--- src/ex_pkg.sv ---
package ex_pkg;

    localparam int WORD_W     = 32;
    localparam int REG_ADDR_W = 5;
    localparam int SHAMT_W    = 5;

    typedef logic [WORD_W-1:0]     word_t;
    typedef logic [2*WORD_W-1:0]   dword_t;    // {HI, LO}
    typedef logic [REG_ADDR_W-1:0] reg_addr_t;
    typedef logic [SHAMT_W-1:0]    shamt_t;
    typedef logic [5:0]            count_t;    // 0 to 32

    // Codes are fixed, the data file uses them
    typedef enum logic [4:0] {
        op_nop   = 5'd0,
        op_or    = 5'd1,
        op_and   = 5'd2,
        op_nor   = 5'd3,
        op_xor   = 5'd4,
        op_sll   = 5'd5,
        op_srl   = 5'd6,
        op_sra   = 5'd7,
        op_add   = 5'd8,
        op_addu  = 5'd9,
        op_sub   = 5'd10,
        op_subu  = 5'd11,
        op_slt   = 5'd12,
        op_sltu  = 5'd13,
        op_clz   = 5'd14,
        op_clo   = 5'd15,
        op_mul   = 5'd16,
        op_mult  = 5'd17,
        op_multu = 5'd18,
        op_mfhi  = 5'd19,
        op_mflo  = 5'd20,
        op_mthi  = 5'd21,
        op_mtlo  = 5'd22
    } ex_op_e;

    typedef enum logic [1:0] {
        res_logic_shift, res_arith, res_mul_low, res_hilo_move
    } res_sel_e;

    typedef enum logic [2:0] {
        lf_or, lf_and, lf_nor, lf_xor, lf_sll, lf_srl, lf_sra
    } logic_fn_e;

    typedef enum logic [2:0] {
        af_add, af_sub, af_slt, af_sltu, af_clz, af_clo
    } arith_fn_e;

    typedef enum logic [2:0] {
        hf_none, hf_wr_prod, hf_wr_hi, hf_wr_lo, hf_rd_hi, hf_rd_lo
    } hilo_fn_e;

endpackage

--- src/ex_ctrl_if.sv ---
`timescale 1ns/100ps

interface ex_ctrl_if;
    import ex_pkg::*;

    logic      op_valid;    // Operation strobe for this cycle
    logic_fn_e logic_fn;
    arith_fn_e arith_fn;
    logic      mul_signed;
    hilo_fn_e  hilo_fn;

    modport ctrl (
        output op_valid,
        output logic_fn,
        output arith_fn,
        output mul_signed,
        output hilo_fn
    );

    modport ls (input logic_fn);

    modport arith (input arith_fn);

    modport mulhilo (
        input op_valid,
        input mul_signed,
        input hilo_fn
    );

endinterface

--- src/ex_control.sv ---
`timescale 1ns/100ps

module ex_control (
    input  logic              clk,
    input  logic              reset_i,
    input  logic              valid_i,
    input  ex_pkg::ex_op_e    aluop_i,
    input  ex_pkg::reg_addr_t wd_i,
    input  logic              wreg_i,
    input  ex_pkg::word_t     ls_result_i,
    input  ex_pkg::word_t     arith_result_i,
    input  logic              ovf_i,
    input  ex_pkg::word_t     mul_low_i,
    input  ex_pkg::word_t     hilo_result_i,
    ex_ctrl_if.ctrl           ctrl_if,
    output logic              valid_o,
    output ex_pkg::reg_addr_t wd_o,
    output logic              wreg_o,
    output ex_pkg::word_t     wdata_o
);
    import ex_pkg::*;

    res_sel_e res_sel;
    logic     ovf_chk;    // Signed add/sub only
    word_t    result;

    always_comb begin
        ctrl_if.op_valid   = valid_i;
        ctrl_if.logic_fn   = lf_or;
        ctrl_if.arith_fn   = af_add;
        ctrl_if.mul_signed = 1'b0;
        ctrl_if.hilo_fn    = hf_none;
        res_sel            = res_hilo_move;    // hf_none reads back zero
        ovf_chk            = 1'b0;
        case (aluop_i)
            op_or:    begin res_sel = res_logic_shift; ctrl_if.logic_fn = lf_or;  end
            op_and:   begin res_sel = res_logic_shift; ctrl_if.logic_fn = lf_and; end
            op_nor:   begin res_sel = res_logic_shift; ctrl_if.logic_fn = lf_nor; end
            op_xor:   begin res_sel = res_logic_shift; ctrl_if.logic_fn = lf_xor; end
            op_sll:   begin res_sel = res_logic_shift; ctrl_if.logic_fn = lf_sll; end
            op_srl:   begin res_sel = res_logic_shift; ctrl_if.logic_fn = lf_srl; end
            op_sra:   begin res_sel = res_logic_shift; ctrl_if.logic_fn = lf_sra; end
            op_add:   begin res_sel = res_arith; ctrl_if.arith_fn = af_add; ovf_chk = 1'b1; end
            op_addu:  begin res_sel = res_arith; ctrl_if.arith_fn = af_add;  end
            op_sub:   begin res_sel = res_arith; ctrl_if.arith_fn = af_sub; ovf_chk = 1'b1; end
            op_subu:  begin res_sel = res_arith; ctrl_if.arith_fn = af_sub;  end
            op_slt:   begin res_sel = res_arith; ctrl_if.arith_fn = af_slt;  end
            op_sltu:  begin res_sel = res_arith; ctrl_if.arith_fn = af_sltu; end
            op_clz:   begin res_sel = res_arith; ctrl_if.arith_fn = af_clz;  end
            op_clo:   begin res_sel = res_arith; ctrl_if.arith_fn = af_clo;  end
            op_mul:   begin res_sel = res_mul_low; ctrl_if.mul_signed = 1'b1; end
            op_mult:  begin ctrl_if.hilo_fn = hf_wr_prod; ctrl_if.mul_signed = 1'b1; end
            op_multu: ctrl_if.hilo_fn = hf_wr_prod;
            op_mfhi:  ctrl_if.hilo_fn = hf_rd_hi;
            op_mflo:  ctrl_if.hilo_fn = hf_rd_lo;
            op_mthi:  ctrl_if.hilo_fn = hf_wr_hi;
            op_mtlo:  ctrl_if.hilo_fn = hf_wr_lo;
            default:  ;    // nop and unknown codes
        endcase
    end

    always_comb begin
        case (res_sel)
            res_logic_shift: result = ls_result_i;
            res_arith:       result = arith_result_i;
            res_mul_low:     result = mul_low_i;
            default:         result = hilo_result_i;
        endcase
    end

    always_ff @(posedge clk) begin
        if (reset_i) begin
            valid_o <= 1'b0;
            wd_o    <= '0;
            wreg_o  <= 1'b0;
            wdata_o <= '0;
        end else begin
            valid_o <= valid_i;
            wd_o    <= wd_i;
            wreg_o  <= valid_i & wreg_i & ~(ovf_chk & ovf_i);
            wdata_o <= result;
        end
    end

endmodule

--- src/ex_logic_shift.sv ---
`timescale 1ns/100ps

module ex_logic_shift (
    input  ex_pkg::word_t reg1_i,
    input  ex_pkg::word_t reg2_i,
    ex_ctrl_if.ls         ctrl_if,
    output ex_pkg::word_t ls_result_o
);
    import ex_pkg::*;

    shamt_t shamt;
    word_t  sra_res;

    // Amount comes from reg1, upper bits ignored
    assign shamt = reg1_i[SHAMT_W-1:0];

    assign sra_res = word_t'($signed(reg2_i) >>> shamt);    // Sign fill

    always_comb begin
        case (ctrl_if.logic_fn)
            lf_or: begin
                ls_result_o = reg1_i | reg2_i;
            end
            lf_and: begin
                ls_result_o = reg1_i & reg2_i;
            end
            lf_nor: begin
                ls_result_o = ~(reg1_i | reg2_i);
            end
            lf_xor: begin
                ls_result_o = reg1_i ^ reg2_i;
            end
            lf_sll: begin
                ls_result_o = reg2_i << shamt;
            end
            lf_srl: begin
                ls_result_o = reg2_i >> shamt;
            end
            lf_sra: begin
                ls_result_o = sra_res;
            end
            default: begin
                ls_result_o = '0;
            end
        endcase
    end

endmodule

--- src/ex_arith.sv ---
`timescale 1ns/100ps

module ex_arith (
    input  ex_pkg::word_t reg1_i,
    input  ex_pkg::word_t reg2_i,
    ex_ctrl_if.arith      ctrl_if,
    output ex_pkg::word_t arith_result_o,
    output logic          ovf_o
);
    import ex_pkg::*;

    word_t  reg2_mux;
    word_t  sum;
    logic   lt_signed;
    logic   lt_unsigned;
    count_t clz_cnt;
    count_t clo_cnt;

    // Position of the highest set bit gives the count
    function automatic count_t lead_zeros(input word_t w);
        count_t n;
        n = count_t'(WORD_W);
        for (int i = 0; i < WORD_W; i++) begin
            if (w[i]) begin
                n = count_t'(WORD_W - 1 - i);
            end
        end
        return n;
    endfunction

    // sub and slt add the two's complement
    assign reg2_mux = ((ctrl_if.arith_fn == af_sub) || (ctrl_if.arith_fn == af_slt)) ?
                      (~reg2_i + 1'b1) : reg2_i;

    assign sum = reg1_i + reg2_mux;

    assign ovf_o = (reg1_i[WORD_W-1] == reg2_mux[WORD_W-1]) &&
                   (sum[WORD_W-1] != reg1_i[WORD_W-1]);

    assign lt_signed = (reg1_i[WORD_W-1] && !reg2_i[WORD_W-1]) ||
                       (!reg1_i[WORD_W-1] && !reg2_i[WORD_W-1] && sum[WORD_W-1]) ||
                       (reg1_i[WORD_W-1] && reg2_i[WORD_W-1] && sum[WORD_W-1]);

    assign lt_unsigned = reg1_i < reg2_i;

    assign clz_cnt = lead_zeros(reg1_i);
    assign clo_cnt = lead_zeros(~reg1_i);    // Leading ones of reg1

    always_comb begin
        case (ctrl_if.arith_fn)
            af_add, af_sub: begin
                arith_result_o = sum;
            end
            af_slt: begin
                arith_result_o = word_t'(lt_signed);
            end
            af_sltu: begin
                arith_result_o = word_t'(lt_unsigned);
            end
            af_clz: begin
                arith_result_o = word_t'(clz_cnt);
            end
            af_clo: begin
                arith_result_o = word_t'(clo_cnt);
            end
            default: begin
                arith_result_o = '0;
            end
        endcase
    end

endmodule

--- src/ex_mul_hilo.sv ---
`timescale 1ns/100ps

module ex_mul_hilo (
    input  logic          clk,
    input  logic          reset_i,
    input  ex_pkg::word_t reg1_i,
    input  ex_pkg::word_t reg2_i,
    ex_ctrl_if.mulhilo    ctrl_if,
    output ex_pkg::word_t mul_low_o,
    output ex_pkg::word_t hilo_result_o
);
    import ex_pkg::*;

    dword_t op_a;
    dword_t op_b;
    dword_t product;
    word_t  hi;
    word_t  lo;

    // Sign extend when signed, the low 64 bits are then right either way
    assign op_a = {{WORD_W{ctrl_if.mul_signed & reg1_i[WORD_W-1]}}, reg1_i};
    assign op_b = {{WORD_W{ctrl_if.mul_signed & reg2_i[WORD_W-1]}}, reg2_i};

    assign product = op_a * op_b;

    assign mul_low_o = product[WORD_W-1:0];

    // Same edge as the result register in ex_control
    always_ff @(posedge clk) begin
        if (reset_i) begin
            hi <= '0;
            lo <= '0;
        end else if (ctrl_if.op_valid) begin
            case (ctrl_if.hilo_fn)
                hf_wr_prod: begin
                    hi <= product[2*WORD_W-1:WORD_W];
                    lo <= product[WORD_W-1:0];
                end
                hf_wr_hi: begin
                    hi <= reg1_i;    // LO kept
                end
                hf_wr_lo: begin
                    lo <= reg1_i;
                end
                default: begin
                end
            endcase
        end
    end

    // Zero for anything but a move-from
    always_comb begin
        case (ctrl_if.hilo_fn)
            hf_rd_hi: begin
                hilo_result_o = hi;
            end
            hf_rd_lo: begin
                hilo_result_o = lo;
            end
            default: begin
                hilo_result_o = '0;
            end
        endcase
    end

endmodule

--- src/ex_stage.sv ---
`timescale 1ns/100ps

module ex_stage (
    input  logic              clk,
    input  logic              reset_i,
    input  logic              valid_i,
    input  ex_pkg::ex_op_e    aluop_i,
    input  ex_pkg::word_t     reg1_i,
    input  ex_pkg::word_t     reg2_i,
    input  ex_pkg::reg_addr_t wd_i,
    input  logic              wreg_i,
    output logic              valid_o,
    output ex_pkg::reg_addr_t wd_o,
    output logic              wreg_o,
    output ex_pkg::word_t     wdata_o
);
    import ex_pkg::*;

    word_t ls_result;
    word_t arith_result;
    logic  ovf;
    word_t mul_low;
    word_t hilo_result;

    ex_ctrl_if ctrl_if ();

    ex_control u_control (
        .clk            (clk),
        .reset_i        (reset_i),
        .valid_i        (valid_i),
        .aluop_i        (aluop_i),
        .wd_i           (wd_i),
        .wreg_i         (wreg_i),
        .ls_result_i    (ls_result),
        .arith_result_i (arith_result),
        .ovf_i          (ovf),
        .mul_low_i      (mul_low),
        .hilo_result_i  (hilo_result),
        .ctrl_if        (ctrl_if.ctrl),
        .valid_o        (valid_o),
        .wd_o           (wd_o),
        .wreg_o         (wreg_o),
        .wdata_o        (wdata_o)
    );

    ex_logic_shift u_logic_shift (
        .reg1_i      (reg1_i),
        .reg2_i      (reg2_i),
        .ctrl_if     (ctrl_if.ls),
        .ls_result_o (ls_result)
    );

    ex_arith u_arith (
        .reg1_i         (reg1_i),
        .reg2_i         (reg2_i),
        .ctrl_if        (ctrl_if.arith),
        .arith_result_o (arith_result),
        .ovf_o          (ovf)
    );

    ex_mul_hilo u_mul_hilo (
        .clk           (clk),
        .reset_i       (reset_i),
        .reg1_i        (reg1_i),
        .reg2_i        (reg2_i),
        .ctrl_if       (ctrl_if.mulhilo),
        .mul_low_o     (mul_low),
        .hilo_result_o (hilo_result)
    );

endmodule

--- config.mk ---
export PLATFORM = sky130hd
export DESIGN_NAME = ex_stage
export DESIGN_NICKNAME = d
export VERILOG_FILES = /design/src/ex_pkg.sv /design/src/ex_ctrl_if.sv /design/src/ex_control.sv /design/src/ex_logic_shift.sv /design/src/ex_arith.sv /design/src/ex_mul_hilo.sv /design/src/ex_stage.sv
export SDC_FILE = /design/constraint.sdc
export NUM_CORES = 2
export LEC_CHECK = 0
export BUFFER_PORTS_ARGS = -buffer_cell sky130_fd_sc_hd__buf_4
export CAP_MARGIN = 20
export CORE_UTILIZATION = 35
export CTS_BUF_LIST = sky130_fd_sc_hd__clkbuf_4 sky130_fd_sc_hd__clkbuf_8
export DETAILED_ROUTE_END_ITERATION = 10
export SYNTH_ARGS = -nofsm -noshare
export SYNTH_HDL_FRONTEND = slang
export SYNTH_HIERARCHICAL = 1
export SYNTH_SLANG_ARGS = --single-unit
--- constraint.sdc ---
create_clock -name clk -period 10.4 [get_ports clk]
set_clock_uncertainty 0.05 [all_clocks]
set_input_delay 0.52 -clock clk [delete_from_list [all_inputs] [get_ports clk]]
set_output_delay 0.52 -clock clk [all_outputs]
set_load 0.01 [all_outputs]
==> flow_summary.json <==
{
  "setup-tns-final_ns": 0,
  "drive_above_1_share_pct": 6.74,
  "hpwl_mm": 149,
  "drv_cap": 0,
  "die_area_um2": 155000,
  "yosys-top-cells-area": "fa_1 42%, inv_1 8.5%, ha_1 8.0%",
  "whs_path_depth": 2,
  "synthArstFlopShare_pct": 0,
  "cts-root-buf": "clkbuf_8",
  "start_util_pct": 35.3,
  "cts_tree": "done",
  "syn_inst": 6313,
  "antenna_found_initial": 19,
  "max_freq_mhz": 108,
  "avgViaCountPerCell": 5.53,
  "n_fill_cell": 15664,
  "synthFlopType": "dfxtp_1",
  "syn_to_final_growth_pct": 4.87,
  "fin_crit_sh_pct": 89.3,
  "htree_levels": 3,
  "hold_path.class": "in -> reg",
  "synth_area_um2": 53700,
  "startpoint_type": "input port",
  "cp-end-kind": "flip-flop",
  "reg2reg_depth": 3,
  "drc_errors": 0,
  "critPathMaxFanout": 38,
  "grt_pass1_vias": 46624,
  "setup_viol": 0,
  "gp_congestion": 1.01,
  "synth_top_area_share_pct": 42.0,
  "synth_edf_count": 0,
  "routedWlPerCell_um": 24.3,
  "synth_seq_area_share_pct": 3.84,
  "track_usage_pct": 25.4,
  "first_pass_iters": 6,
  "io_buffer_count": 116,
  "clk_pin_slew_worst_paths_ns": 0.14,
  "grt_pass1_wl_mm": 299,
  "grt_max_degree": 59,
  "synth_cell_types": 108,
  "rsz0062_at_grt": "no",
  "nets": 7667,
  "numCtsBuffers": 9,
  "arrival_ns": 9.61,
  "postCtsHoldBufs": 0,
  "tightest_slew_ns": 1.17,
  "cts_resized": 0,
  "clock_path_buffers": 2,
  "drt_iter0_drc": 4700,
  "critical_path_class": "in -> reg",
  "die_w_um": 394,
  "synth_fp_nets": 7861,
  "relSlewSlack_pct": 21.6,
  "vias": 45155,
  "fp-row-count": 143,
  "routed_wl_mm": 198,
  "required_ns": 10.72,
  "status": "finished clean",
  "final_hold_viol_count": 0,
  "synth_warnings": 6,
  "core_area_um2": 152000,
  "yosysTopAreaCell": "fa_1",
  "finalMaxSlewViolations": 0,
  "insertion_delay_ns": 0.48,
  "syn_avg_cell_area_um2": 8.51,
  "cts_setup_buffers": 0,
  "synth-seq-cells": 103,
  "min_period_ns": 9.29,
  "clock_sinks": 103,
  "io_pins": 117,
  "grt_remaining_overflow": 0,
  "final_antenna_net_count": 0,
  "die_h_um": 394
}
[state kept, by name (all words and copies together), names as in the netlist]
name               cells
u_control/valid_o      1
u_control/wd_o         5
u_control/wdata_o     32
u_control/wreg_o       1
u_mul_hilo/hi         32
u_mul_hilo/lo         32
[cells in the mapped netlist (28+ instances only)]
cell type / n
fa_1: 1126
xor2_1: 56
clkbuf_1: 339
and2_1: 375
nand4_1: 28
and3_1: 38
a31oi_1: 42
inv_1: 1218
nor3_1: 60
a22oi_2: 30
dfxtp_1: 103
xnor2_1: 91
mux2_2: 60
a211oi_2: 34
o211ai_1: 29
a21o_1: 61
a21oi_1: 219
mux2i_1: 60
o221ai_1: 35
a22o_1: 35
a211oi_1: 50
ha_1: 344
o21ai_0: 116
nand2_1: 955
nor2_1: 316
nand3_1: 43
[per-layer routing]
metal  wire length, µm  up-vias  global-route usage [%]  part of all wire (%)
met5                11        -                       0                0.0055
met4              9660        2                    10.6                   4.9
met3             17900      422                    4.29                   9.0
met2             88200     2337                    39.3                    44
met1             82800    23179                    35.0                    42
li1                  -    19215                       -                     -
[cell families (layout without fill, tap and decap cells)]
family	after synthesis	in the layout	synth area share, %
compound gates	871	871	11.7
xor+xnor	149	149	2.46
fa+ha+maj	1470	1470	50.0
buf+inv	1623	1434	11.7
flops	103	103	3.84
mux	145	145	3.50
other cells	0	5	0
simple gates	1952	1952	16.8
[worst paths after layout]
path / from / to / slack (ns)
worst max-delay path: aluop_i[4] / u_mul_hilo/hi[20] / 1.11
worst min-delay path: wd_i[0] / u_control/wd_o[0] / 0.23
worst max register to register: u_mul_hilo/hi[4] / u_control/wdata_o[4] / 8.93
worst min register to register: u_mul_hilo/lo[1] / u_mul_hilo/lo[1] / 0.41
[worst max-delay path: stages]
cell	delay, ns
buf_4	0.34
nand2b_1	0.17
nor3_2	0.38
buf_4	0.39
nand2_1	0.75
or2_2	0.60
fa_1	0.45
fa_1	0.49
inv_1	0.05
fa_1	0.53
fa_1	0.45
fa_1	0.49
inv_1	0.05
fa_1	0.48
inv_1	0.06
fa_1	0.49
fa_1	0.42
ha_1	0.46
nand4_1	0.20
nor2_1	0.30
o2bb2ai_2	0.17
a31oi_4	0.07
or3b_4	0.45
a21oi_2	0.20
a2111oi_4	0.07
xnor2_1	0.18
a2111oi_1	0.38
[final cells by class]
| type | count | area (µm²) | area share (%) |
|---|---|---|---|
| multi-input combinational | 4587 | 45400 | 80.7 |
| inverter | 1219 | 4580 | 8.12 |
| tap | 2030 | 2540 | 4.51 |
| sequential | 103 | 2060 | 3.66 |
| timing repair buffer | 199 | 1490 | 2.65 |
| clock buffer | 9 | 124 | 0.220 |
| clock inverter | 7 | 93.8 | 0.167 |
| antenna | 5 | 12.5 | 0.0222 |
[cell usage in the layout, fill, tap and decap left out, drive strengths merged, types with 22 or more instances in the layout]
cell type,count
dfxtp,103
ha,344
xor2,56
a22oi,37
a211oi,84
nand3,44
nor2,316
a21oi,223
mux2i,61
buf,199
a21o,61
mux2,60
mux4,24
o21ai,131
nand4,29
a22o,35
o221ai,35
and2,376
a31oi,43
o22ai,22
and3,39
nand2,955
o21a,25
inv,1221
fa,1126
nor3,61
nor2b,27
o211ai,29
xnor2,93
[stage by stage]
stage | area, µm² | util [%] | cells | setup WS [ns] | hold slack, ns
2_1_floorplan | 53700 | - | 6313 | 1.49 | 0.382
4_1_cts | 56300 | 37.0 | 8154 | 1.20 | 0.212
6_report | 56300 | 37.0 | 8159 | 1.11 | 0.231
3_5_place_dp | 56100 | 36.9 | 8138 | 0.725 | 0.394
5_1_grt | 56300 | 37.0 | 8154 | 0.803 | 0.234
3_3_place_gp | 56100 | 36.9 | 8137 | 0.832 | 0.388
Power is left out: the tool's default activity adds up to more than one toggle a clock period on the data nets, which glitch-free logic cannot reach.
